## src/core_pkg.sv

```systemverilog
package core_pkg;

	// major opcodes, instr[30:25]
	localparam logic [5:0] OP_ALU  = 6'b100000;
	localparam logic [5:0] OP_ADDI = 6'b101000;
	localparam logic [5:0] OP_ORI  = 6'b101100;
	localparam logic [5:0] OP_MOVI = 6'b100010;
	localparam logic [5:0] OP_LWI  = 6'b000010;
	localparam logic [5:0] OP_SWI  = 6'b001010;
	localparam logic [5:0] OP_BR   = 6'b100110;
	localparam logic [5:0] OP_J    = 6'b100100;

	// alu sub-ops, instr[4:0]
	localparam logic [4:0] SUB_ADD = 5'b00000;
	localparam logic [4:0] SUB_SUB = 5'b00001;
	localparam logic [4:0] SUB_AND = 5'b00010;
	localparam logic [4:0] SUB_XOR = 5'b00011;
	localparam logic [4:0] SUB_OR  = 5'b00100;

	// field positions
	localparam int REG_AW   = 5;
	localparam int OPC_LSB  = 25;
	localparam int RT_LSB   = 20;
	localparam int RA_LSB   = 15;
	localparam int RB_LSB   = 10;
	localparam int BR_SENSE = 14;

	// memory and cache geometry
	localparam int CACHE_LINES = 16;
	localparam int DM_ADDR_W   = 12;
	localparam int IM_ADDR_W   = 10;
	localparam int INDEX_W     = $clog2(CACHE_LINES);
	localparam int TAG_W       = DM_ADDR_W - INDEX_W - 2;

	typedef enum logic [2:0] {
		ALU_ADD,
		ALU_SUB,
		ALU_AND,
		ALU_OR,
		ALU_XOR,
		ALU_PASS_B
	} alu_op_e;

	typedef struct packed {
		alu_op_e           alu_op;
		logic              mem_read;
		logic              mem_write;
		logic              reg_write;
		logic [REG_AW-1:0] wr_addr;
	} ctrl_t;

	typedef struct packed {
		logic                 valid;
		logic [IM_ADDR_W-1:0] pc;
		logic [31:0]          instr;
	} if_id_t;

	typedef struct packed {
		logic        valid;
		ctrl_t       ctrl;
		logic [31:0] src_a;
		logic [31:0] src_b;
		logic [31:0] store_data;
	} id_ex_t;

	typedef struct packed {
		logic        valid;
		ctrl_t       ctrl;
		logic [31:0] result;
		logic [31:0] store_data;
	} ex_mem_t;

	typedef struct packed {
		logic              valid;
		logic              reg_write;
		logic [REG_AW-1:0] wr_addr;
		logic [31:0]       wr_data;
	} mem_wb_t;

endpackage

```

## src/fetch_pc.sv

```systemverilog
`timescale 1ns/1ps

module fetch_pc
	import core_pkg::*;
(
	input  logic                 clk,
	input  logic                 arst_n,
	input  logic                 hold,
	input  logic                 redirect,
	input  logic [IM_ADDR_W-1:0] target,
	output logic [IM_ADDR_W-1:0] pc,
	output logic                 flush_fetch
);

	always_ff @(posedge clk or negedge arst_n) begin
		if (!arst_n) begin
			pc <= '0;
		end else if (!hold) begin
			if (redirect) begin
				pc <= target;
			end else begin
				pc <= pc + 1'b1;
			end
		end
	end

	// drop the word fetched behind a taken branch
	assign flush_fetch = redirect & ~hold;

endmodule

```

## config.mk

```make
export PLATFORM = sky130hd
export DESIGN_NAME = fetch_pc
export DESIGN_NICKNAME = d
export VERILOG_FILES = /design/src/core_pkg.sv /design/src/fetch_pc.sv
export SDC_FILE = /design/constraint.sdc
export NUM_CORES = 1
export LEC_CHECK = 0
export ABC_AREA = 0
export BUFFER_PORTS_ARGS = -buffer_cell sky130_fd_sc_hd__buf_2
export CELL_PAD_IN_SITES_DETAIL_PLACEMENT = 2
export CELL_PAD_IN_SITES_GLOBAL_PLACEMENT = 2
export CORE_UTILIZATION = 28
export CTS_BUF_LIST = sky130_fd_sc_hd__clkbuf_4 sky130_fd_sc_hd__clkbuf_8 sky130_fd_sc_hd__clkbuf_16
export DETAILED_ROUTE_END_ITERATION = 10
export GPL_ROUTABILITY_DRIVEN = 0
export GPL_TIMING_DRIVEN = 0
export PLACE_DENSITY_LB_ADDON = 0.1
export SLEW_MARGIN = 40
export SYNTH_ARGS = -nofsm -noshare
export SYNTH_HDL_FRONTEND = slang
export SYNTH_SLANG_ARGS = --single-unit
```

## constraint.sdc

```tcl
create_clock -name clk -period 1.9 [get_ports clk]
set_input_delay 0.38 -clock clk [delete_from_list [all_inputs] [get_ports clk]]
set_output_delay 0.38 -clock clk [all_outputs]
set_load 0.005 [all_outputs]
```

### Word level (Yosys, flattened, before mapping)

Cells that the tools add are included.

| storage, ports and cells | value |
|---|---|
| logic and storage cells | 5 |
| flip-flop bits (word level) | 10 |
| input port bits | 14 |
| output and inout bits | 11 |

| operators by class | value |
|---|---|
| mux-type cells | 1 |
| bitwise gates (word level) | 2 |
| add/sub/neg operators | 1 |

Operator list:

| operator | count |
|---|---|
| 10-bit by 1-bit adder with 10-bit output (second input constant) | 1 |
| 10-bit two-way mux | 1 |
| 1-bit AND | 1 |
| 1-bit inverter | 1 |

### Longest topological paths before layout

Gate-level depths: netlist (run 1).

| logic depth | value |
|---|---|
| word-level depth | 2 |
| gate-level depth with buffers | 5 |
| gate-level depth less buffers | 4 |

### Worst setup path before layout (run 1)

Ideal clock, no wire load.

| timing | value |
|---|---|
| path type | register to register |
| from | reg pc[0] |
| to | reg pc[8] |
| arrival time | 1.183 ns |
| setup time | 0.127 ns |
| cell stages (with the launch flop) | 5 |
| clock period less this slack | 1.311 ns |
| path slack | 0.589 ns |
| data required time | 1.773 ns |
| buffers on the path | 0 |
| cell sequence | dfrtp_1 -> ha_1 -> and4b_1 -> a211oi_1 -> nor3_1 |

| between the ends | value |
|---|---|
| longest elaborated chain between the ends | 2 |

RTL lines:

| item | line | text |
|---|---|---|
| start, declared | fetch_pc.sv:11 | `output logic [IM_ADDR_W-1:0] pc,` |
| start signal, assigned | fetch_pc.sv:20 | `pc <= target;` |
| start signal, assigned | fetch_pc.sv:22 | `pc <= pc + 1'b1;` |
| 10-bit by 1-bit adder with 10-bit output | fetch_pc.sv:22 |  |
| 10-bit two-way mux | fetch_pc.sv:19 | `if (redirect) begin` |

No other way between the ends.
A chain may end at the register's enable or synchronous reset.

### Final worst setup path (run 1)

| timing | value |
|---|---|
| from | in redirect |
| to | out flush_fetch |

| between the ends | value |
|---|---|
| longest elaborated chain between the ends | 1 |

RTL lines:

| item | line | text |
|---|---|---|
| start, declared | fetch_pc.sv:9 | `input logic redirect,` |
| 1-bit AND | fetch_pc.sv:28 | `assign flush_fetch = redirect & ~hold;` |
| end, declared | fetch_pc.sv:12 | `output logic flush_fetch` |

No other way between the ends.

==> results of run 1 <==
## routing by layer
metal / share of wire [%] / up-vias
li1: - / 340
met3: 3.0 / 2
met1: 47 / 358
met2: 49 / 17
met5: 0 / -
met4: 0.58 / 0
## critical path, cell delays in order
cell and delay (ns):
clkbuf_1 0.29, nor2b_1 0.17, buf_2 0.21, buf_2 0.15
## worst paths after layout
path,to,cells past startpoint,slack [ns]
setup / recovery,flush_fetch,4,0.31
hold / removal,pc[4],3,0.33
setup reg to reg,pc[8],4,0.38
hold reg to reg,pc[9],2,0.61
max in group asynchronous,pc[8],2,1.20
min in group asynchronous,pc[3],2,0.50
## power by group through the flow
stage               clock network [mW]  logic (mW)  registers [mW]
floorplan                            0      0.0979           0.305
global placement                     0       0.177           0.314
detailed placement                   0       0.186           0.317
CTS                              0.207       0.190           0.313
global route                     0.214       0.209           0.320
finish                           0.202       0.187           0.314
## kinds of logic (layout without fill, tap and decap cells)
kind of cell               Yosys count  after routing  share of synthesized area (%)
buffers and inverters                7             35                           4.63
and+or+nand+nor                     32             32                           29.0
muxes                                3              3                           4.83
adders and majority gates            1              1                           1.93
AOI/OAI and AO/OA                   21             21                           21.0
DFF                                 10             10                           38.6
## layout make-up
class	count	area, µm²
Fill cell	270	1350
Timing Repair Buffer	24	125
Sequential cell	10	250
Buffer	5	22.5
Tap cell	28	35.0
Inverter	2	7.51
Multi-Input combinational cell	57	368
Clock buffer	4	36.3
## cells in the final DEF, fill, tap and decap left out, drive strengths merged
cell and n:
a211oi 1, a21oi 2, a22oi 5, a31oi 1, a32oi 1, and2 1
and3 1, and4 1, and4b 1, buf 26, clkbuf 6, dfrtp 10
dlygate4sd3 1, ha 1, inv 2, mux2 1, mux2i 2, nand2 3
nand2b 2, nand3 7, nand3b 1, nand4 2, nor2 3, nor2b 1
nor3 5, nor3b 1, nor4 1, o211ai 3, o21ai 7, o311ai 1
or3 2
## metrics by stage
step                      hold slack (ns)  power, mW  worst slack [ns]  std cells
after floorplan                    0.0844      0.403             0.589         74
after global placement              0.268      0.491             0.320        125
after detailed placement            0.266      0.503             0.300        125
after CTS                           0.333      0.710             0.297        130
after global routing                0.351      0.742             0.269        130
final                               0.332      0.702             0.314        130
## repair_timing
item | 4_1_cts | 5_1_grt
gates resized for setup | 0 | 0
hold buffers | 1 | 0
endpoints found under the setup margin | 0 | 0
hold endpoints to repair | 10 | 0
==> impl_metrics.py, run 1 <==
metrics = {
    "cts": {
        "cts_root_buffer": "clkbuf_4",
        "cts_sinks": 10,
        "cts_buffer_depth": 2,
        "post_cts_buffers": 0,
        "h-tree-depth": 1,
        "clk_pin_slew_ns": 0.07,
        "cts_buffers": 3,
        "cts_tree": "done",
        "insertion_delay_ns": 0.27,
    },
    "global_routing": {
        "grt_max_degree": 11,
        "grt_overflow": 0,
        "antenna_found_initial": 0,
        "grt.busiest_layer": "met2",
        "gr-usage-met1_pct": 23.6,
        "grt_pass1_wl_um": 3500,
        "grt_pass1_vias": 700,
        "gr-usage-all-layers_pct": 19.2,
        "globalRouteMet3Util_pct": 5.86,
        "grt_use_met2_pct": 32.2,
    },
    "outcome": {
        "status": "completed",
    },
    "pwr": {
        "p_int_mw": 0.455,
        "switching_share_pct": 35.3,
        "combPwrFrac_pct": 26.6,
        "clkPwrFrac_pct": 28.7,
        "powerDensity_nw_per_um2": 832,
        "p_seq_share_pct": 44.7,
        "ir_drop_v": 0.000402,
        "p_leak_nw": 0.375,
        "p_sw_mw": 0.248,
    },
    "worst_setup_path": {
        "worstSetupStartpoint": "redirect",
        "critPathKind": "input port to output pin",
        "cp.arrival_ns": 1.21,
        "path_max_fanout": 9,
        "rr_startpoint": "pc[0]",
        "crit_required_ns": 1.52,
        "endpoint_kind": "output pin",
        "worst_setup_path_start_kind": "input port",
    },
    "logic_synthesis": {
        "ys_seq_area_share_pct": 38.6,
        "yosys_warnings": 0,
        "yosysMostFrequentCell": "dfrtp_1",
        "synthCells": 74,
        "ys_async_sr_fraction_pct": 100,
        "synth.distinct_cells": 31,
        "yosys.area.top_type_share_pct": 38.6,
        "syn_avg_cell_area_um2": 8.76,
        "yosys-top-cells-count": "dfrtp_1 (10), nand3_1 (7), o21ai_0 (7)",
        "yosys-top-cells-area": "dfrtp_1 (39%), a22oi_1 (5.8%), nand3_1 (5.4%), o21ai_0 (5.4%), nor3_1 (3.9%)",
        "synth_edf_count": 0,
        "ys.flop_type": "dfrtp_1",
        "yosysTopAreaCell": "dfrtp_1",
        "synth_area_um2": 648,
        "syn-num-nets": 89,
        "synth_seq_cells": 10,
    },
    "sta": {
        "max_slew_margin_pct": 72.7,
        "final-hold-violation-count": 0,
        "slew_viol_final": 0,
        "finalSetupTns_ns": 0,
        "rsz0062_at_grt": "no",
        "worstMarginPinSlew_ns": 0.409,
        "finalClockSkew_ns": 0.00466,
        "finalCritPeriodShare_pct": 83.5,
        "fmax_mhz": 630,
        "period_needed_ns": 1.59,
        "setup_viol": 0,
    },
    "route": {
        "post_drt_wl_per_cell_um": 17.2,
        "wl_um": 2230,
        "viasPerCell": 5.52,
        "drcViolationCount": 0,
        "postRouteAntennaNets": 0,
        "drt_pass1_iterations": 4,
        "drt_iter0_markers": 7,
        "vias": 717,
    },
    "layout": {
        "nets": 118,
        "fin_area_um2": 845,
        "area_delta_synth_final_pct": 30.3,
        "antenna_cells": 0,
        "drive_gt1_share_pct": 33.3,
        "post-route-util_pct": 38.5,
        "largest_register_ffs": 10,
        "largestRegisters": "pc x10",
        "regMostFlops": "pc",
    },
    "job": {
        "maxCapViolCount": 0,
    },
    "floorplanning": {
        "placementRows": 17,
        "ios": 25,
        "die_height_um": 50.1,
        "start_util_pct": 29.6,
        "die_area_um2": 2510,
        "die_w_um": 50.1,
        "core_area_um2": 2190,
    },
    "placed_design": {
        "hpwl_um": 1610,
        "portBuffers": 23,
        "postPlaceCellArea_um2": 798,
    },
    "min_path": {
        "min_from": "target[4]",
        "hold_path.class": "input port to flip-flop",
    },
}
Note: power is estimated with default switching activity, not from simulation.
==> run 2, diff against run 1 <==
--- a/config.mk
+++ b/config.mk
@@ -5,11 +5,11 @@
 export SDC_FILE = /design/constraint.sdc
 export NUM_CORES = 1
 export LEC_CHECK = 0
-export ABC_AREA = 0
+export ABC_AREA = 1
 export BUFFER_PORTS_ARGS = -buffer_cell sky130_fd_sc_hd__buf_2
 export CELL_PAD_IN_SITES_DETAIL_PLACEMENT = 2
 export CELL_PAD_IN_SITES_GLOBAL_PLACEMENT = 2
-export CORE_UTILIZATION = 28
+export CORE_UTILIZATION = 24
 export CTS_BUF_LIST = sky130_fd_sc_hd__clkbuf_4 sky130_fd_sc_hd__clkbuf_8 sky130_fd_sc_hd__clkbuf_16
 export DETAILED_ROUTE_END_ITERATION = 10
 export GPL_ROUTABILITY_DRIVEN = 0
==> constraint.sdc (replaced) <==
create_clock -name clk -period 1.62 [get_ports clk]
set_input_delay 0.324 -clock clk [delete_from_list [all_inputs] [get_ports clk]]
set_output_delay 0.324 -clock clk [all_outputs]
set_load 0.005 [all_outputs]
==> impl_metrics.py, run 2 <==
metrics = {
    "route": {
        "drt_iter0_markers": 4,
        "post_drt_wl_per_cell_um": 13.8,
        "vias": 743,
        "viasPerCell": 4.86,
        "drt_pass1_iterations": 4,
        "wl_um": 2110,
        "drcViolationCount": 0,
        "postRouteAntennaNets": 0,
    },
    "floorplanning": {
        "die_w_um": 54.0,
        "start_util_pct": 25.7,
        "core_area_um2": 2520,
        "placementRows": 18,
        "die_area_um2": 2910,
        "ios": 25,
        "die_height_um": 54.0,
    },
    "layout": {
        "largestRegisters": "pc x10",
        "area_delta_synth_final_pct": 31.5,
        "largest_register_ffs": 10,
        "final_cell_mix": "nand2_1 (38), buf_2 (24), inv_1 (11), dfrtp_1 (10), nand3_1 (9)",
        "fin_area_um2": 852,
        "regMostFlops": "pc",
        "mostFrequentLayoutCell": "nand2_1",
        "nets": 139,
        "drive_gt1_share_pct": 29.3,
        "antenna_cells": 0,
        "instances_no_fill": 153,
        "fillers": 334,
        "post-route-util_pct": 33.8,
    },
    "global_routing": {
        "grt_pass1_vias": 789,
        "gr-usage-all-layers_pct": 18.0,
        "gr-usage-met1_pct": 20.4,
        "globalRouteMet3Util_pct": 3.67,
        "antenna_found_initial": 0,
        "grt_max_degree": 11,
        "grt.busiest_layer": "met2",
        "grt_overflow": 0,
        "grt_pass1_wl_um": 3620,
        "grt_use_met2_pct": 32.1,
    },
    "logic_synthesis": {
        "yosys.area.top_type_share_pct": 38.6,
        "yosys_warnings": 0,
        "yosysTopAreaCell": "dfrtp_1",
        "synth_area_um2": 648,
        "ys_seq_area_share_pct": 38.6,
        "syn_avg_cell_area_um2": 6.89,
        "yosys-top-cells-area": "dfrtp_1 (39%), nand2_1 (22%), nand3_1 (6.9%), inv_1 (6.4%), o211ai_1 (4.6%)",
        "synth.distinct_cells": 18,
        "synth_edf_count": 0,
        "ys_async_sr_fraction_pct": 100,
        "syn-num-nets": 109,
        "ys.flop_type": "dfrtp_1",
        "yosys-top-cells-count": "nand2_1 (38), inv_1 (11), dfrtp_1 (10)",
        "yosysMostFrequentCell": "nand2_1",
        "synth_seq_cells": 10,
        "synthCells": 94,
    },
    "min_path": {
        "whs_path_depth": 3,
        "hold_path.class": "input port to flip-flop",
    },
    "sta": {
        "finalSetupTns_ns": 0,
        "setup_viol": 0,
        "setup_ws_ns": 0.235,
        "fmax_mhz": 722,
        "max_slew_margin_pct": 74.1,
        "final-hold-violation-count": 0,
        "finalClockSkew_ns": 0.00172,
        "worstMarginPinSlew_ns": 0.388,
        "whs_ns": 0.241,
        "finalCritPeriodShare_pct": 85.5,
        "rsz0062_at_grt": "no",
        "period_needed_ns": 1.38,
        "slew_viol_final": 0,
    },
    "cts": {
        "ctsResizeCount": 0,
        "h-tree-depth": 1,
        "cts_buffers": 3,
        "cts_buffer_depth": 2,
        "insertion_delay_ns": 0.28,
        "cts_sinks": 10,
        "clk_pin_slew_ns": 0.08,
        "cts_root_buffer": "clkbuf_4",
        "cts_tree": "done",
    },
    "placed_design": {
        "hpwl_um": 1670,
        "dpl.cell_count": 148,
        "portBuffers": 24,
        "place_ws_ns": 0.206,
        "postPlaceCellArea_um2": 806,
    },
    "worst_setup_path": {
        "endpoint_kind": "output pin",
        "cp.arrival_ns": 1.06,
        "critPathKind": "input port to output pin",
        "worst_setup_path_start_kind": "input port",
        "crit_required_ns": 1.30,
        "path_max_fanout": 9,
        "rr_worst_depth": 8,
    },
    "pwr": {
        "p_leak_nw": 0.452,
        "ir_drop_v": 0.000389,
        "powerDensity_nw_per_um2": 956,
        "p_total_mw": 0.814,
    },
    "outcome": {
        "status": "completed",
    },
    "job": {
        "maxCapViolCount": 0,
    },
}
-- run 2: cell types whose count changed after synthesis, sizes merged, moves of 3 or more --
| cell | delta |
|---|---|
| o21ai | -3 |
| buf | -3 |
| nand3 | +3 |
| a22oi | -5 |
| nor2 | +3 |
| inv | +11 |
| nor3 | -5 |
| nand2 | +37 |
-- run 2: worst paths after layout --
path / from / end / slack [ns]
max: hold / flush_fetch / 0.24
min reg2reg: pc[9] / pc[9] / 0.55
min in group asynchronous: arst_n / pc[4] / 0.45
max in group asynchronous: arst_n / pc[9] / 0.97
max reg2reg: pc[0] / pc[8] / 0.28
min: target[0] / pc[0] / 0.24
-- run 2: layout make-up --
| type | instances | area [µm²] | area share, % |
|---|---|---|---|
| inverters | 13 | 48.8 | 5.73 |
| repair buffers | 25 | 130 | 15.3 |
| clock buffers | 4 | 36.3 | 4.26 |
| multi-input cells | 71 | 349 | 41.0 |
| flip-flops and latches | 10 | 250 | 29.4 |
| well taps | 30 | 37.5 | 4.41 |
-- run 2: metal layers --
layer  wire length, µm  part of all wire (%)
met1               951                    45
met2              1040                    49
met3                79                   3.7
met4                37                   1.8
met5                 0                     0
-- run 2: repair_timing --
item,4_1_cts,5_1_grt
endpoints found under the hold margin,10,0
setup buffers,0,0
hold buffers,1,0
-- run 2: kinds of logic after synthesis --
group / synth area share (%)
AND/OR/NAND/NOR: 41.5
AO/OA/AOI/OAI: 10.4
buffers and inverters: 7.53
adder cells (fa/ha/maj): 1.93
flip-flops: 38.6
-- run 2: worst max-delay path, stage by stage --
cell and delay [ns]:
buf_2 0.15, inv_2 0.16, nand2_2 0.12, inv_2 0.16, buf_2 0.14
-- run 2: power breakdown --
part,leakage (nW),total (mW),switching [mW],internal [mW]
clock network,0.0210,0.245,0.108,0.137
logic,0.313,0.222,0.129,0.0932
registers,0.118,0.347,0.0571,0.290
