===== config.mk =====
export PLATFORM = sky130hd
export DESIGN_NAME = decoder
export DESIGN_NICKNAME = d
export VERILOG_FILES = /design/src/core_pkg.sv /design/src/decoder.sv
export SDC_FILE = /design/constraint.sdc
export NUM_CORES = 1
export LEC_CHECK = 0
export ABC_AREA = 1
export BUFFER_PORTS_ARGS = -buffer_cell sky130_fd_sc_hd__buf_2
export CAP_MARGIN = 15
export CORE_AREA = 2 2 88 90
export DETAILED_ROUTE_END_ITERATION = 16
export DIE_AREA = 0 0 90 92
export GPL_TIMING_DRIVEN = 0
export PLACE_DENSITY_LB_ADDON = 0.08
export SYNTH_ARGS = -nofsm -noshare
export SYNTH_HDL_FRONTEND = slang
export SYNTH_SLANG_ARGS = --single-unit
export TNS_END_PERCENT = 1

===== constraint.sdc =====
create_clock -name vclk -period 1.3
set_input_delay 0.065 -clock vclk [all_inputs]
set_output_delay 0.065 -clock vclk [all_outputs]
set_load 0.1 [all_outputs]

===== src/core_pkg.sv =====
package core_pkg;

	// major opcodes, instr[30:25]
	localparam logic [5:0] OP_ALU  = 6'b100000;
	localparam logic [5:0] OP_ADDI = 6'b101000;
	localparam logic [5:0] OP_ORI  = 6'b101100;
	localparam logic [5:0] OP_MOVI = 6'b100010;
	localparam logic [5:0] OP_LWI  = 6'b000010;
	localparam logic [5:0] OP_SWI  = 6'b001010;
	localparam logic [5:0] OP_BR   = 6'b100110;
	localparam logic [5:0] OP_J    = 6'b100100;

	// alu sub-ops, instr[4:0]
	localparam logic [4:0] SUB_ADD = 5'b00000;
	localparam logic [4:0] SUB_SUB = 5'b00001;
	localparam logic [4:0] SUB_AND = 5'b00010;
	localparam logic [4:0] SUB_XOR = 5'b00011;
	localparam logic [4:0] SUB_OR  = 5'b00100;

	// field positions
	localparam int REG_AW   = 5;
	localparam int OPC_LSB  = 25;
	localparam int RT_LSB   = 20;
	localparam int RA_LSB   = 15;
	localparam int RB_LSB   = 10;
	localparam int BR_SENSE = 14;

	// memory and cache geometry
	localparam int CACHE_LINES = 16;
	localparam int DM_ADDR_W   = 12;
	localparam int IM_ADDR_W   = 10;
	localparam int INDEX_W     = $clog2(CACHE_LINES);
	localparam int TAG_W       = DM_ADDR_W - INDEX_W - 2;

	typedef enum logic [2:0] {
		ALU_ADD,
		ALU_SUB,
		ALU_AND,
		ALU_OR,
		ALU_XOR,
		ALU_PASS_B
	} alu_op_e;

	typedef struct packed {
		alu_op_e           alu_op;
		logic              mem_read;
		logic              mem_write;
		logic              reg_write;
		logic [REG_AW-1:0] wr_addr;
	} ctrl_t;

	typedef struct packed {
		logic                 valid;
		logic [IM_ADDR_W-1:0] pc;
		logic [31:0]          instr;
	} if_id_t;

	typedef struct packed {
		logic        valid;
		ctrl_t       ctrl;
		logic [31:0] src_a;
		logic [31:0] src_b;
		logic [31:0] store_data;
	} id_ex_t;

	typedef struct packed {
		logic        valid;
		ctrl_t       ctrl;
		logic [31:0] result;
		logic [31:0] store_data;
	} ex_mem_t;

	typedef struct packed {
		logic              valid;
		logic              reg_write;
		logic [REG_AW-1:0] wr_addr;
		logic [31:0]       wr_data;
	} mem_wb_t;

endpackage


===== src/decoder.sv =====
`timescale 1ns/1ps

module decoder
	import core_pkg::*;
(
	input  if_id_t               fetched,
	input  logic [31:0]          op_a,
	input  logic [31:0]          op_b,
	input  logic [31:0]          op_t,
	output ctrl_t                ctrl,
	output logic [31:0]          imm,
	output logic [31:0]          src_b,
	output logic                 redirect,
	output logic [IM_ADDR_W-1:0] target
);

	logic [5:0]  opcode;
	logic [4:0]  sub_op;
	logic [31:0] offset;
	logic        taken;

	assign opcode = fetched.instr[OPC_LSB +: 6];
	assign sub_op = fetched.instr[4:0];

	always_comb begin
		case (opcode)
			OP_ORI:  imm = {17'd0, fetched.instr[14:0]};
			OP_MOVI: imm = {{12{fetched.instr[19]}}, fetched.instr[19:0]};
			// word offset for loads and stores
			OP_LWI, OP_SWI: imm = {{15{fetched.instr[14]}}, fetched.instr[14:0], 2'b00};
			default: imm = {{17{fetched.instr[14]}}, fetched.instr[14:0]};
		endcase
	end

	assign src_b = (opcode == OP_ALU) ? op_b : imm;

	always_comb begin
		ctrl = '0;
		ctrl.alu_op = ALU_ADD;
		ctrl.wr_addr = fetched.instr[RT_LSB +: REG_AW];
		case (opcode)
			OP_ALU: begin
				ctrl.reg_write = 1'b1;
				case (sub_op)
					SUB_ADD: ctrl.alu_op = ALU_ADD;
					SUB_SUB: ctrl.alu_op = ALU_SUB;
					SUB_AND: ctrl.alu_op = ALU_AND;
					SUB_OR:  ctrl.alu_op = ALU_OR;
					SUB_XOR: ctrl.alu_op = ALU_XOR;
					default: ctrl.reg_write = 1'b0;
				endcase
			end
			OP_ADDI: ctrl.reg_write = 1'b1;
			OP_ORI: begin
				ctrl.reg_write = 1'b1;
				ctrl.alu_op = ALU_OR;
			end
			OP_MOVI: begin
				ctrl.reg_write = 1'b1;
				ctrl.alu_op = ALU_PASS_B;
			end
			OP_LWI: begin
				ctrl.reg_write = 1'b1;
				ctrl.mem_read = 1'b1;
			end
			OP_SWI: ctrl.mem_write = 1'b1;
			default: ;
		endcase
		if (!fetched.valid) begin
			ctrl.reg_write = 1'b0;
			ctrl.mem_read = 1'b0;
			ctrl.mem_write = 1'b0;
		end
	end

	// beq/bne compare rt with ra
	always_comb begin
		taken = 1'b0;
		offset = {{18{fetched.instr[13]}}, fetched.instr[13:0]};
		if (opcode == OP_BR) begin
			taken = fetched.instr[BR_SENSE] ? (op_t != op_a) : (op_t == op_a);
		end else if (opcode == OP_J) begin
			taken = 1'b1;
			offset = {{8{fetched.instr[23]}}, fetched.instr[23:0]};
		end
	end

	assign redirect = fetched.valid & taken;
	assign target = fetched.pc + offset[IM_ADDR_W-1:0];

endmodule


# Yosys cells after proc, flatten, opt, wreduce, memory -nomap -nowiden
# Cells that the tools add are included.
[totals]
register_bits = 0
latch_bits = 0
ram_bits = 0
rom_bits = 0
out_inout_bits = 86
memories = 0
[classes]
n_addsub = 1
mul = 0
n_div = 0
n_lt_le_gt_ge = 0
eq_ne = 14
shift = 0
muxes = 13
bitwise_logic = 1
n_reduce_logical = 4
[op_table]
columns = ["op", "n"]
rows = [
  ["$pmux 32 s3", 1],
  ["$eq 6x6->1 const B", 6],
  ["$eq 32x32->1", 1],
  ["$mux 32", 1],
  ["$ne 32x32->1", 1],
  ["$pmux 3 s4", 1],
  ["$add 10x10->10", 1],
  ["$eq 5x2->1 const B", 2],
  ["$mux 10", 1],
  ["$pmux 3 s3", 1],
  ["$eq 6x2->1 const B", 1],
  ["$eq 6x4->1 const B", 1],
  ["$mux 1", 6],
  ["$eq 5x1->1 const B", 1],
  ["$eq 5x3->1 const B", 1],
  ["$logic_not 5->1", 1],
  ["$reduce_or 5->1", 1],
  ["$reduce_or 4->1", 1],
  ["$mux 3", 1],
  ["$pmux 1 s2", 1],
  ["$reduce_or 2->1", 1],
  ["$and 1x1->1", 1],
]

# Logic depth before layout (Yosys ltp)
# Gate-level depths: netlist of the first run.
[depth]
ltp_word = 5
ltp_mapped = 11

# Worst setup path before layout of the first run
# OpenSTA, ideal clock, no wires.
[synth_path]
kind = "input -> output"
start = "input fetched[25] (netlist bit)"
end = "output src_b[10]"
arrival_ns = 3.580
slack_ns = -2.345
cell_stages = 7
path_buffers = 0
cell_sequence = "nor2_1 nand3_1 nor2_4 inv_1 o21ai_0 nand2_1 nand2_1"
[synth_between]
elab_chain_len = 4
[synth_lines]
columns = ["item", "line", "rtl"]
rows = [
  ["start, declared", "decoder.sv:6", "input if_id_t fetched,"],
  ["$eq 6x2->1 / $eq 6x4->1 (equally long branches)", "decoder.sv:26", "case (opcode)"],
  ["$reduce_or 2->1", "decoder.sv:26", ""],
  ["$pmux 32 s3 (*)", "decoder.sv:26", ""],
  ["net imm[10]", "decoder.sv:11", "output logic [31:0] imm,"],
  ["$mux 32 (*)", "decoder.sv:35", "assign src_b = (opcode == OP_ALU) ? op_b : imm;"],
  ["end, declared", "decoder.sv:12", "output logic [31:0] src_b,"],
]
# Mark *: on every way through the listed nets, which the timed path passes. The rest lies on a longest branch.

# Worst setup path in the final report of the first run
[layout_path]
start = "input fetched[32] (netlist bit)"
end = "output target[8]"
[layout_between]
elab_chain_len = 1
[layout_lines]
columns = ["item", "line", "rtl"]
rows = [
  ["$add 10x10->10", "decoder.sv:89", "assign target = fetched.pc + offset[IM_ADDR_W-1:0];"],
  ["end, declared", "decoder.sv:14", "output logic [IM_ADDR_W-1:0] target"],
]
# No other way between the ends.

==> reports/qor.yml, run 1 <==
timing:
  finalCritPeriodShare_pct: 121
  timing.final.crit_period_ns: 1.57
  finalSetupViolCount: 56
  relSlewSlack_pct: 66.2
  rsz0062_at_grt: "yes"
  whs_ns: 0.508
  clock.fmax_mhz: 636
  setup_ws_ns: -0.272
  slew_viol_final: 0
  tightest_slew_ns: 0.510
  hold_viol_final: 0
yosys:
  synthMuxAreaShare_pct: 0
  synthAdderAreaFrac_pct: 6.93
  syn-cell-area_mm2: 0.00191
  yosysTopAreaCellShare_pct: 34.7
  synth-xor-area-share_pct: 10.5
  synthDistinctLibCells: 31
  synth-seq-area-share_pct: 0
  synthTopCellsByArea: "nand2_1 (35%), inv_1 (12%), xnor2_1 (8.7%)"
  synth_common_cells: "nand2_1 (177), inv_1 (63), nor2_1 (24)"
  synthSimpleGateAreaFrac_pct: 51.0
  syn-num-nets: 537
  synth_compound_area_share_pct: 9.48
  synth_top_family_by_area: "simple AND/OR/NAND/NOR gates"
  synthMostInstantiatedCell: "nand2_1"
  synth_cells: 388
  yosysWarningCount: 0
  syn_area_per_cell_um2: 4.93
  synth_top_area_cell: "nand2_1"
place:
  hpwl_mm: 6.49
  pre_cts_ws_ns: -0.943
  gp_congestion: 0.713
  io_buffers: 219
  placedInstanceArea_mm2: 0.00316
  dp_cells: 709
power_and_ir_drop:
  swShare_pct: 66.8
  seq_power_share_pct: 0
  power_density_mw_per_mm2: 701
  ir_worst_vdd_uv: 584
  power_leakage_nw: 2.53
  combPwrFrac_pct: 100.0
  p_clk_share_pct: 0
  internal_power_mw: 1.06
  p_switching_mw: 2.14
layout:
  diodes: 0
  drive_gt1_share_pct: 55.3
  regArea_um2: 0
  nClkBuffers: 0
  numSequentialCells: 0
  finalNonFillerCells: 730
  design_area_mm2: 0.00456
  final_nets: 779
  multiInputGateArea_mm2: 0.00182
  fillers: 718
  syn2layout_area_growth_pct: 138
setup_path:
  worstPathArrival_ns: 1.51
  start_kind: "input port"
  cpPeakStageDelay_ns: 0.37
  critPathMostFrequentCell: "nand2_1"
  crit_type: "in -> out"
  worstPathRequired_ns: 1.24
  cp_cell_sequence: "buf_6 -> ha_4 -> inv_2 -> fa_2 -> o21ai_4 -> a21oi_2 -> nor2_2 -> o21ai_2 -> nand2_1 -> nand2_1 -> nand2_2 -> buf_12"
  critPathCaptureType: "primary output"
  crit_slowest_cell: "fa_2"
  cp_max_fo: 2
global_routing:
  grt_overflow_total: 0
  grt_antenna_before_repair: 0
  grt_pass1_vias: 3080
  track_usage_pct: 19.1
  grt_max_degree: 15
  grt_pass1_wl_mm: 13.7
floorplan:
  die-area_mm2: 0.00828
  die_h_um: 92
  core-area_mm2: 0.00745
  rows: 32
  start_util_pct: 25.7
  die_w_um: 90
  ios: 225
run_status:
  outcome: "complete, but fails checks"
  violations: "negative setup slack"
job:
  maxCapViolCount: 0
drt:
  wire_per_inst_um: 12.2
  wirelength_mm: 8.92
  postRouteAntennaNets: 0
  drc_errors: 0
  vias: 3179
  drtPass1Iterations: 6
  via_per_inst: 4.35
  drt_iter0_drc: 71
clock_network:
  postCtsHoldBufs: 0
min_path:
  min_path_type: "in -> out"
cell type report:
type / instances / area share, %
Inverter: 65 / 5.62
Multi-Input combinational cell: 298 / 39.8
Buffer: 25 / 4.39
Tap cell: 102 / 2.80
Timing Repair Buffer: 240 / 47.4
power groups by stage:
stage | sequential, mW | clock, mW | combinational, mW
6_report | 0 | 0 | 3.20
5_1_grt | 0 | 0 | 3.33
4_1_cts | 0 | 0 | 3.00
3_5_place_dp | 0 | 0 | 2.45
3_3_place_gp | 0 | 0 | 2.44
2_1_floorplan | 0 | 0 | 1.96
critical path, delay by kind of cell:
family,cells,cell delay (ns)
AOI/OAI and AO/OA,3,0.35
adders and majority gates,2,0.50
buffers and inverters,3,0.27
and+or+nand+nor,4,0.31
cells in the final DEF, fill, tap and decap left out, types with 9 or more instances in the layout:
cell type  count
o21ai_2        9
xnor2_1       19
nor2_1        19
nand3_1       11
buf_12        43
nand2_1      151
nand2_2       25
inv_1         55
buf_2        133
buf_4         46
buf_6         35
kinds of logic (layout without fill, tap and decap cells):
logic type,count (synthesis),after routing
xor+xnor,23,23
compound gates,33,33
buf+inv,90,330
fa+ha+maj,10,10
simple gates,232,232
stage by stage:
step	util, %	setup TNS (ns)	total power [mW]
5_1_grt	61.3	-12.03	3.33
4_1_cts	57.0	-8.56	3.00
2_1_floorplan	-	-74.31	1.96
3_5_place_dp	42.4	-40.13	2.45
3_3_place_gp	42.4	-39.04	2.44
6_report	61.3	-6.80	3.20
repair_timing:
item / in CTS / in global routing
pin swaps: 19 / 18
resized for setup: 280 / 70
endpoints found under the setup margin: 79 / 76
cloned: 1 / 0
setup buffers: 14 / 6
endpoints found under the hold margin: 0 / 0
worst paths after layout:
| kind | cells after the start | to | start |
|---|---|---|---|
| setup / recovery | 12 | target[8] | fetched[32] |
| hold / removal | 4 | src_b[23] | op_b[23] |
metal layers:
metal / up-vias / wire length (µm) / track usage, %
li1: 1639 / - / -
met1: 1425 / 3490 / 22.2
met2: 107 / 4860 / 38.7
met3: 8 / 477 / 2.22
met4: 0 / 89 / 1.28
met5: - / 0 / 0
(Power assumes the default switching activity.)
==> run 2, diff against run 1 <==
- ABC_AREA: 1 -> not set
- CORE_AREA: 2 2 88 90 -> 2 2 87 89
- DIE_AREA: 0 0 90 92 -> 0 0 89 91
- SETUP_SLACK_MARGIN: not set -> 0.05
==> reports/qor.yml, run 2 <==
layout:
  regArea_um2: 0  # unchanged
  design_area_mm2: 0.00424  # -7.2%
  fillers: 656  # -8.6%
  drive_gt1_share_pct: 72.9  # +18 points
  final_cell_mix: "buf_2 (134), buf_12 (45), xor2_1 (33), buf_6 (29), buf_4 (26)"
  nClkBuffers: 0  # unchanged
  final_nets: 594  # -24%
  layout_commonest_cell: "buf_2"
  numSequentialCells: 0  # unchanged
  finalNonFillerCells: 542  # -26%
  syn2layout_area_growth_pct: 156
  diodes: 0  # unchanged
clock_network:
  postCtsHoldBufs: 0  # unchanged
timing:
  finalCritPeriodShare_pct: 161  # +40 points
  relSlewSlack_pct: 66.9  # +0.62 points
  hold_viol_final: 0  # unchanged
  rsz0062_at_grt: "yes"
  clock.fmax_mhz: 478  # -25%
  slew_viol_final: 0  # unchanged
  whs_ns: 0.479  # -0.0297 ns
  finalSetupViolCount: 70  # +25%
  tightest_slew_ns: 0.501  # -0.00932 ns
  setup_ws_ns: -0.793  # -0.521 ns
  timing.final.crit_period_ns: 2.09  # +0.521 ns
global_routing:
  grt_overflow_total: 0  # unchanged
  track_usage_pct: 16.9  # -2.2 points
  grt_pass1_vias: 2402  # -22%
  grt_antenna_before_repair: 0  # unchanged
  grt_max_degree: 14  # -1
  grt_pass1_wl_mm: 11.2  # -18%
yosys:
  synthMostInstantiatedCell: "xor2_1"
  synthTopCellsByArea: "xor2_1 (18%), mux2_2 (17%), buf_4 (7.7%)"
  syn-num-nets: 373  # -31%
  synth-seq-area-share_pct: 0  # unchanged
  yosysWarningCount: 0  # unchanged
  synthSimpleGateAreaFrac_pct: 23.7  # -27 points
  synth_cells: 224  # -42%
  syn-cell-area_mm2: 0.00166  # -14%
  synth_compound_area_share_pct: 17.3  # +7.8 points
  synthMuxAreaShare_pct: 17.0  # +17 points
  synth-xor-area-share_pct: 22.2  # +12 points
  synth_top_family_by_area: "simple AND/OR/NAND/NOR gates"
  synth_common_cells: "xor2_1 (34), mux2_2 (25), nand2_1 (22)"
  syn_area_per_cell_um2: 7.39  # +50%
  synth_top_area_cell: "xor2_1"
  synthAdderAreaFrac_pct: 8.01  # +1.1 points
  synthDistinctLibCells: 44  # +42%
  yosysTopAreaCellShare_pct: 18.0  # -17 points
drt:
  wirelength_mm: 7.83  # -12%
  postRouteAntennaNets: 0  # unchanged
  drt_iter0_drc: 19  # -73%
  drtPass1Iterations: 4  # -2
  vias: 2442  # -23%
  via_per_inst: 4.51  # +3.5%
  wire_per_inst_um: 14.4  # +18%
  drc_errors: 0  # unchanged
power_and_ir_drop:
  p_clk_share_pct: 0  # unchanged
  ir_worst_vdd_uv: 709  # +21%
  power_leakage_nw: 2.11  # -17%
  p_switching_mw: 2.12  # -1.0%
  internal_power_mw: 1.10  # +4.1%
  power_density_mw_per_mm2: 760  # +8.4%
  combPwrFrac_pct: 100.0  # about the same
  swShare_pct: 65.7  # -1.1 points
  seq_power_share_pct: 0  # unchanged
floorplan:
  die_h_um: 91  # -1.1%
  rows: 31  # -3.1%
  start_util_pct: 23.2  # -2.5 points
  ios: 225  # unchanged
  die_w_um: 89  # -1.1%
  core-area_mm2: 0.00714  # -4.2%
  die-area_mm2: 0.00810  # -2.2%
setup_path:
  start_kind: "input port"
  crit_end: "target[9]"
  cp_max_fo: 7  # +5
  crit_type: "in -> out"
  worstPathRequired_ns: 1.24  # about the same
  crit_start: "fetched[2]"
  worstPathArrival_ns: 2.03  # +0.52 ns
  critPathCaptureType: "primary output"
place:
  dp_cells: 541  # -24%
  pre_cts_ws_ns: -1.32  # -0.377 ns
  io_buffers: 218  # -0.46%
  placedInstanceArea_mm2: 0.00309  # -2.2%
  gp_congestion: 0.763  # +7.0%
  hpwl_mm: 6.33  # -2.5%
job:
  maxCapViolCount: 0  # unchanged
run_status:
  outcome: "complete, but fails checks"
  violations: "negative setup slack"
min_path:
  min_path_type: "in -> out"
-- run 2: worst min-delay path by stage --
stage,start,to,slack (ns),depth (start not counted)
2_1_floorplan,fetched[28],redirect,0.24,1
3_3_place_gp,fetched[24],ctrl[4],0.51,2
3_5_place_dp,fetched[22],ctrl[2],0.51,2
4_1_cts,fetched[1],ctrl[8],0.48,3
5_1_grt,fetched[1],ctrl[8],0.49,3
6_report,fetched[1],ctrl[8],0.48,3
-- run 2: power groups by stage --
stage	Sequential [mW]	Combinational [mW]	Clock, mW
floorplan	0	2.09	0
global placement	0	2.57	0
detailed placement	0	2.58	0
CTS	0	3.03	0
global route	0	3.34	0
finish	0	3.22	0
-- run 2: timing repair --
item | 4_1_cts | 5_1_grt
setup buffers | 1 | 0
setup endpoints to repair | 80 | 78
gates resized for setup | 238 | 73
pin swaps | 13 | 12
-- run 2: worst max-delay path: stages --
cell      delay, ns
buf_4          0.15
ha_4           0.23
nor2b_2        0.16
o31a_1         0.27
or4_4          0.43
a2111o_1       0.38
o211a_1        0.17
buf_12         0.17
-- run 2: logic make-up after synthesis --
family | after synthesis
compound gates | 40
xor+xnor | 42
fa+ha+maj | 10
buf+inv | 31
mux | 25
simple gates | 76
-- run 2: layer usage --
metal / share of wire [%] / wire (µm) / up-vias / global-route usage, %
li1: - / - / 1216 / -
met1: 35 / 2740 / 1094 / 18.4
met2: 55 / 4290 / 128 / 34.2
met3: 9.5 / 742 / 4 / 2.91
met4: 0.61 / 48 / 0 / 0.871
met5: 0 / 0 / - / 0
-- run 2: area by class of cell --
type	instances	area (µm²)	share of cell area, %
plain buffers	26	246	5.82
inverters	5	18.8	0.443
multi-input cells	193	1830	43.3
well taps	99	124	2.92
repair buffers	219	2010	47.5
-- run 2: stage by stage --
| stage | utilization (%) | setup TNS (ns) | total power [mW] |
|---|---|---|---|
| after CTS | 55.0 | -30.40 | 3.03 |
| after floorplan | - | -48.36 | 2.09 |
| final | 59.4 | -28.19 | 3.22 |
| after global routing | 59.4 | -35.50 | 3.34 |
| after global placement | 43.3 | -58.60 | 2.57 |
| after detailed placement | 43.3 | -57.54 | 2.58 |
==> run 3, diff against run 2 <==
- REMOVE_ABC_BUFFERS: not set -> 1
==> reports/qor.yml, run 3 (synthesis results as in run 2) <==
drt:
  wirelength_mm: 7.57  # -3.2%
  drc_errors: 0  # unchanged
  via_per_inst: 4.59  # +1.8%
  drtPass1Iterations: 4  # unchanged
  vias: 2372  # -2.9%
  wire_per_inst_um: 14.6  # +1.5%
  postRouteAntennaNets: 0  # unchanged
  drt_iter0_drc: 47  # +28
setup_path:
  critPathCaptureType: "primary output"
  worstPathRequired_ns: 1.24  # about the same
  crit_start: "fetched[2]"
  cp_max_fo: 7  # unchanged
  worstPathArrival_ns: 1.99  # -0.04 ns
  crit_type: "in -> out"
  start_kind: "input port"
power_and_ir_drop:
  ir_worst_vdd_uv: 732  # +3.1%
  power_density_mw_per_mm2: 794  # +4.4%
  power_leakage_nw: 1.78  # -15%
  finalPower_mw: 2.80  # -13%
timing:
  timing.final.crit_period_ns: 2.05  # -0.0382 ns
  slew_viol_final: 0  # unchanged
  finalCritPeriodShare_pct: 158  # -2.9 points
  finalSetupViolCount: 72  # +2.9%
  rsz0062_at_grt: "yes"
  tightest_slew_ns: 0.488  # -0.0130 ns
  hold_viol_final: 0  # unchanged
  setup_ws_ns: -0.754  # +0.0382 ns
  relSlewSlack_pct: 67.7  # +0.86 points
  clock.fmax_mhz: 487  # +1.9%
min_path:
  worstHoldStart: "fetched[21]"
  worstHoldEndpoint: "ctrl[1]"
  hold_depth: 0  # -3
  min_path_type: "in -> out"
run_status:
  outcome: "complete, but fails checks"
  violations: "negative setup slack"
floorplan:
  core-area_mm2: 0.00714  # unchanged
  start_util_pct: 23.2  # unchanged
  die-area_mm2: 0.00810  # unchanged
  die_h_um: 91  # unchanged
  rows: 31  # unchanged
  die_w_um: 89  # unchanged
  ios: 225  # unchanged
layout:
  layout_commonest_cell: "buf_2"
  numSequentialCells: 0  # unchanged
  final_cell_mix: "buf_2 (130), buf_6 (44), xor2_1 (34), mux2_2 (25)"
  regArea_um2: 0  # unchanged
  fillers: 727  # +11%
  drive_gt1_share_pct: 65.3  # -7.6 points
  utilization_pct: 49.4  # -10 points
  diodes: 0  # unchanged
  syn2layout_area_growth_pct: 113
  final_nets: 569  # -4.2%
  nClkBuffers: 0  # unchanged
  multiInputGateArea_mm2: 0.00163  # -11%
global_routing:
  grt_antenna_before_repair: 0  # unchanged
  grt_pass1_vias: 2376  # -1.1%
  track_usage_pct: 17.2  # +0.29 points
  grt_max_degree: 20  # +6
  grt_pass1_wl_mm: 11.3  # +0.98%
  grt_overflow_total: 0  # unchanged
place:
  gp_congestion: 0.770  # +0.96%
  hpwl_mm: 5.90  # -6.8%
  io_buffers: 214  # -1.8%
clock_network:
  postCtsHoldBufs: 0  # unchanged
job:
  maxCapViolCount: 0  # unchanged
==> run 3: metal layers <==
layer | GRT usage, % | wire length (µm) | share of wire [%]
met1 | 19.1 | 2730 | 36
met2 | 35.0 | 4180 | 55
met3 | 2.55 | 645 | 8.5
met4 | 0.249 | 16 | 0.21
met5 | 0 | 0 | 0
==> run 3: worst max-delay path, cell delays in order <==
cell and delay, ns:
buf_4 0.15, ha_4 0.24, nor2b_1 0.14, o31a_1 0.26, or4_4 0.43, a2111o_1 0.37, o211a_1 0.16, buf_12 0.17
==> run 3: layout make-up <==
cell class / count / area share (%)
repair buffers: 219 / 49.7
multi-input cells: 194 / 46.3
well taps: 99 / 3.51
inverters: 5 / 0.532
==> run 3: how the worst max path moves through the flow <==
stage,end,slack (ns),depth (start not counted)
2_1_floorplan,imm[19],-15.42,4
3_3_place_gp,src_b[28],-1.61,6
3_5_place_dp,ctrl[9],-1.65,7
4_1_cts,target[9],-0.77,8
5_1_grt,target[9],-0.82,8
6_report,target[9],-0.75,8
==> run 3: what timing repair did <==
action                     CTS  global route
setup endpoints to repair   80            79
gates resized for setup    196            22
pin swaps                    8             5
gates cloned                 1             0
buffers inserted             4             1
==> run 3: metrics by stage <==
step	std cells	setup TNS [ns]	hold slack (ns)	setup WS (ns)	instance area, µm²
6_report	517	-27.50	0.131	-0.754	3520
5_1_grt	517	-34.52	0.131	-0.819	3520
4_1_cts	516	-30.99	0.131	-0.768	3430
3_5_place_dp	511	-70.14	0.131	-1.65	2680
3_3_place_gp	511	-76.13	0.131	-1.61	2680
2_1_floorplan	198	-258.61	0.130	-15.42	1480
==> run 3: power breakdown <==
part | total [mW] | leakage (nW) | internal (mW) | switching, mW
Sequential | 0 | 0 | 0 | 0
Combinational | 2.80 | 1.78 | 0.834 | 1.96
Clock | 0 | 0 | 0 | 0
Total | 2.80 | 1.78 | 0.834 | 1.96
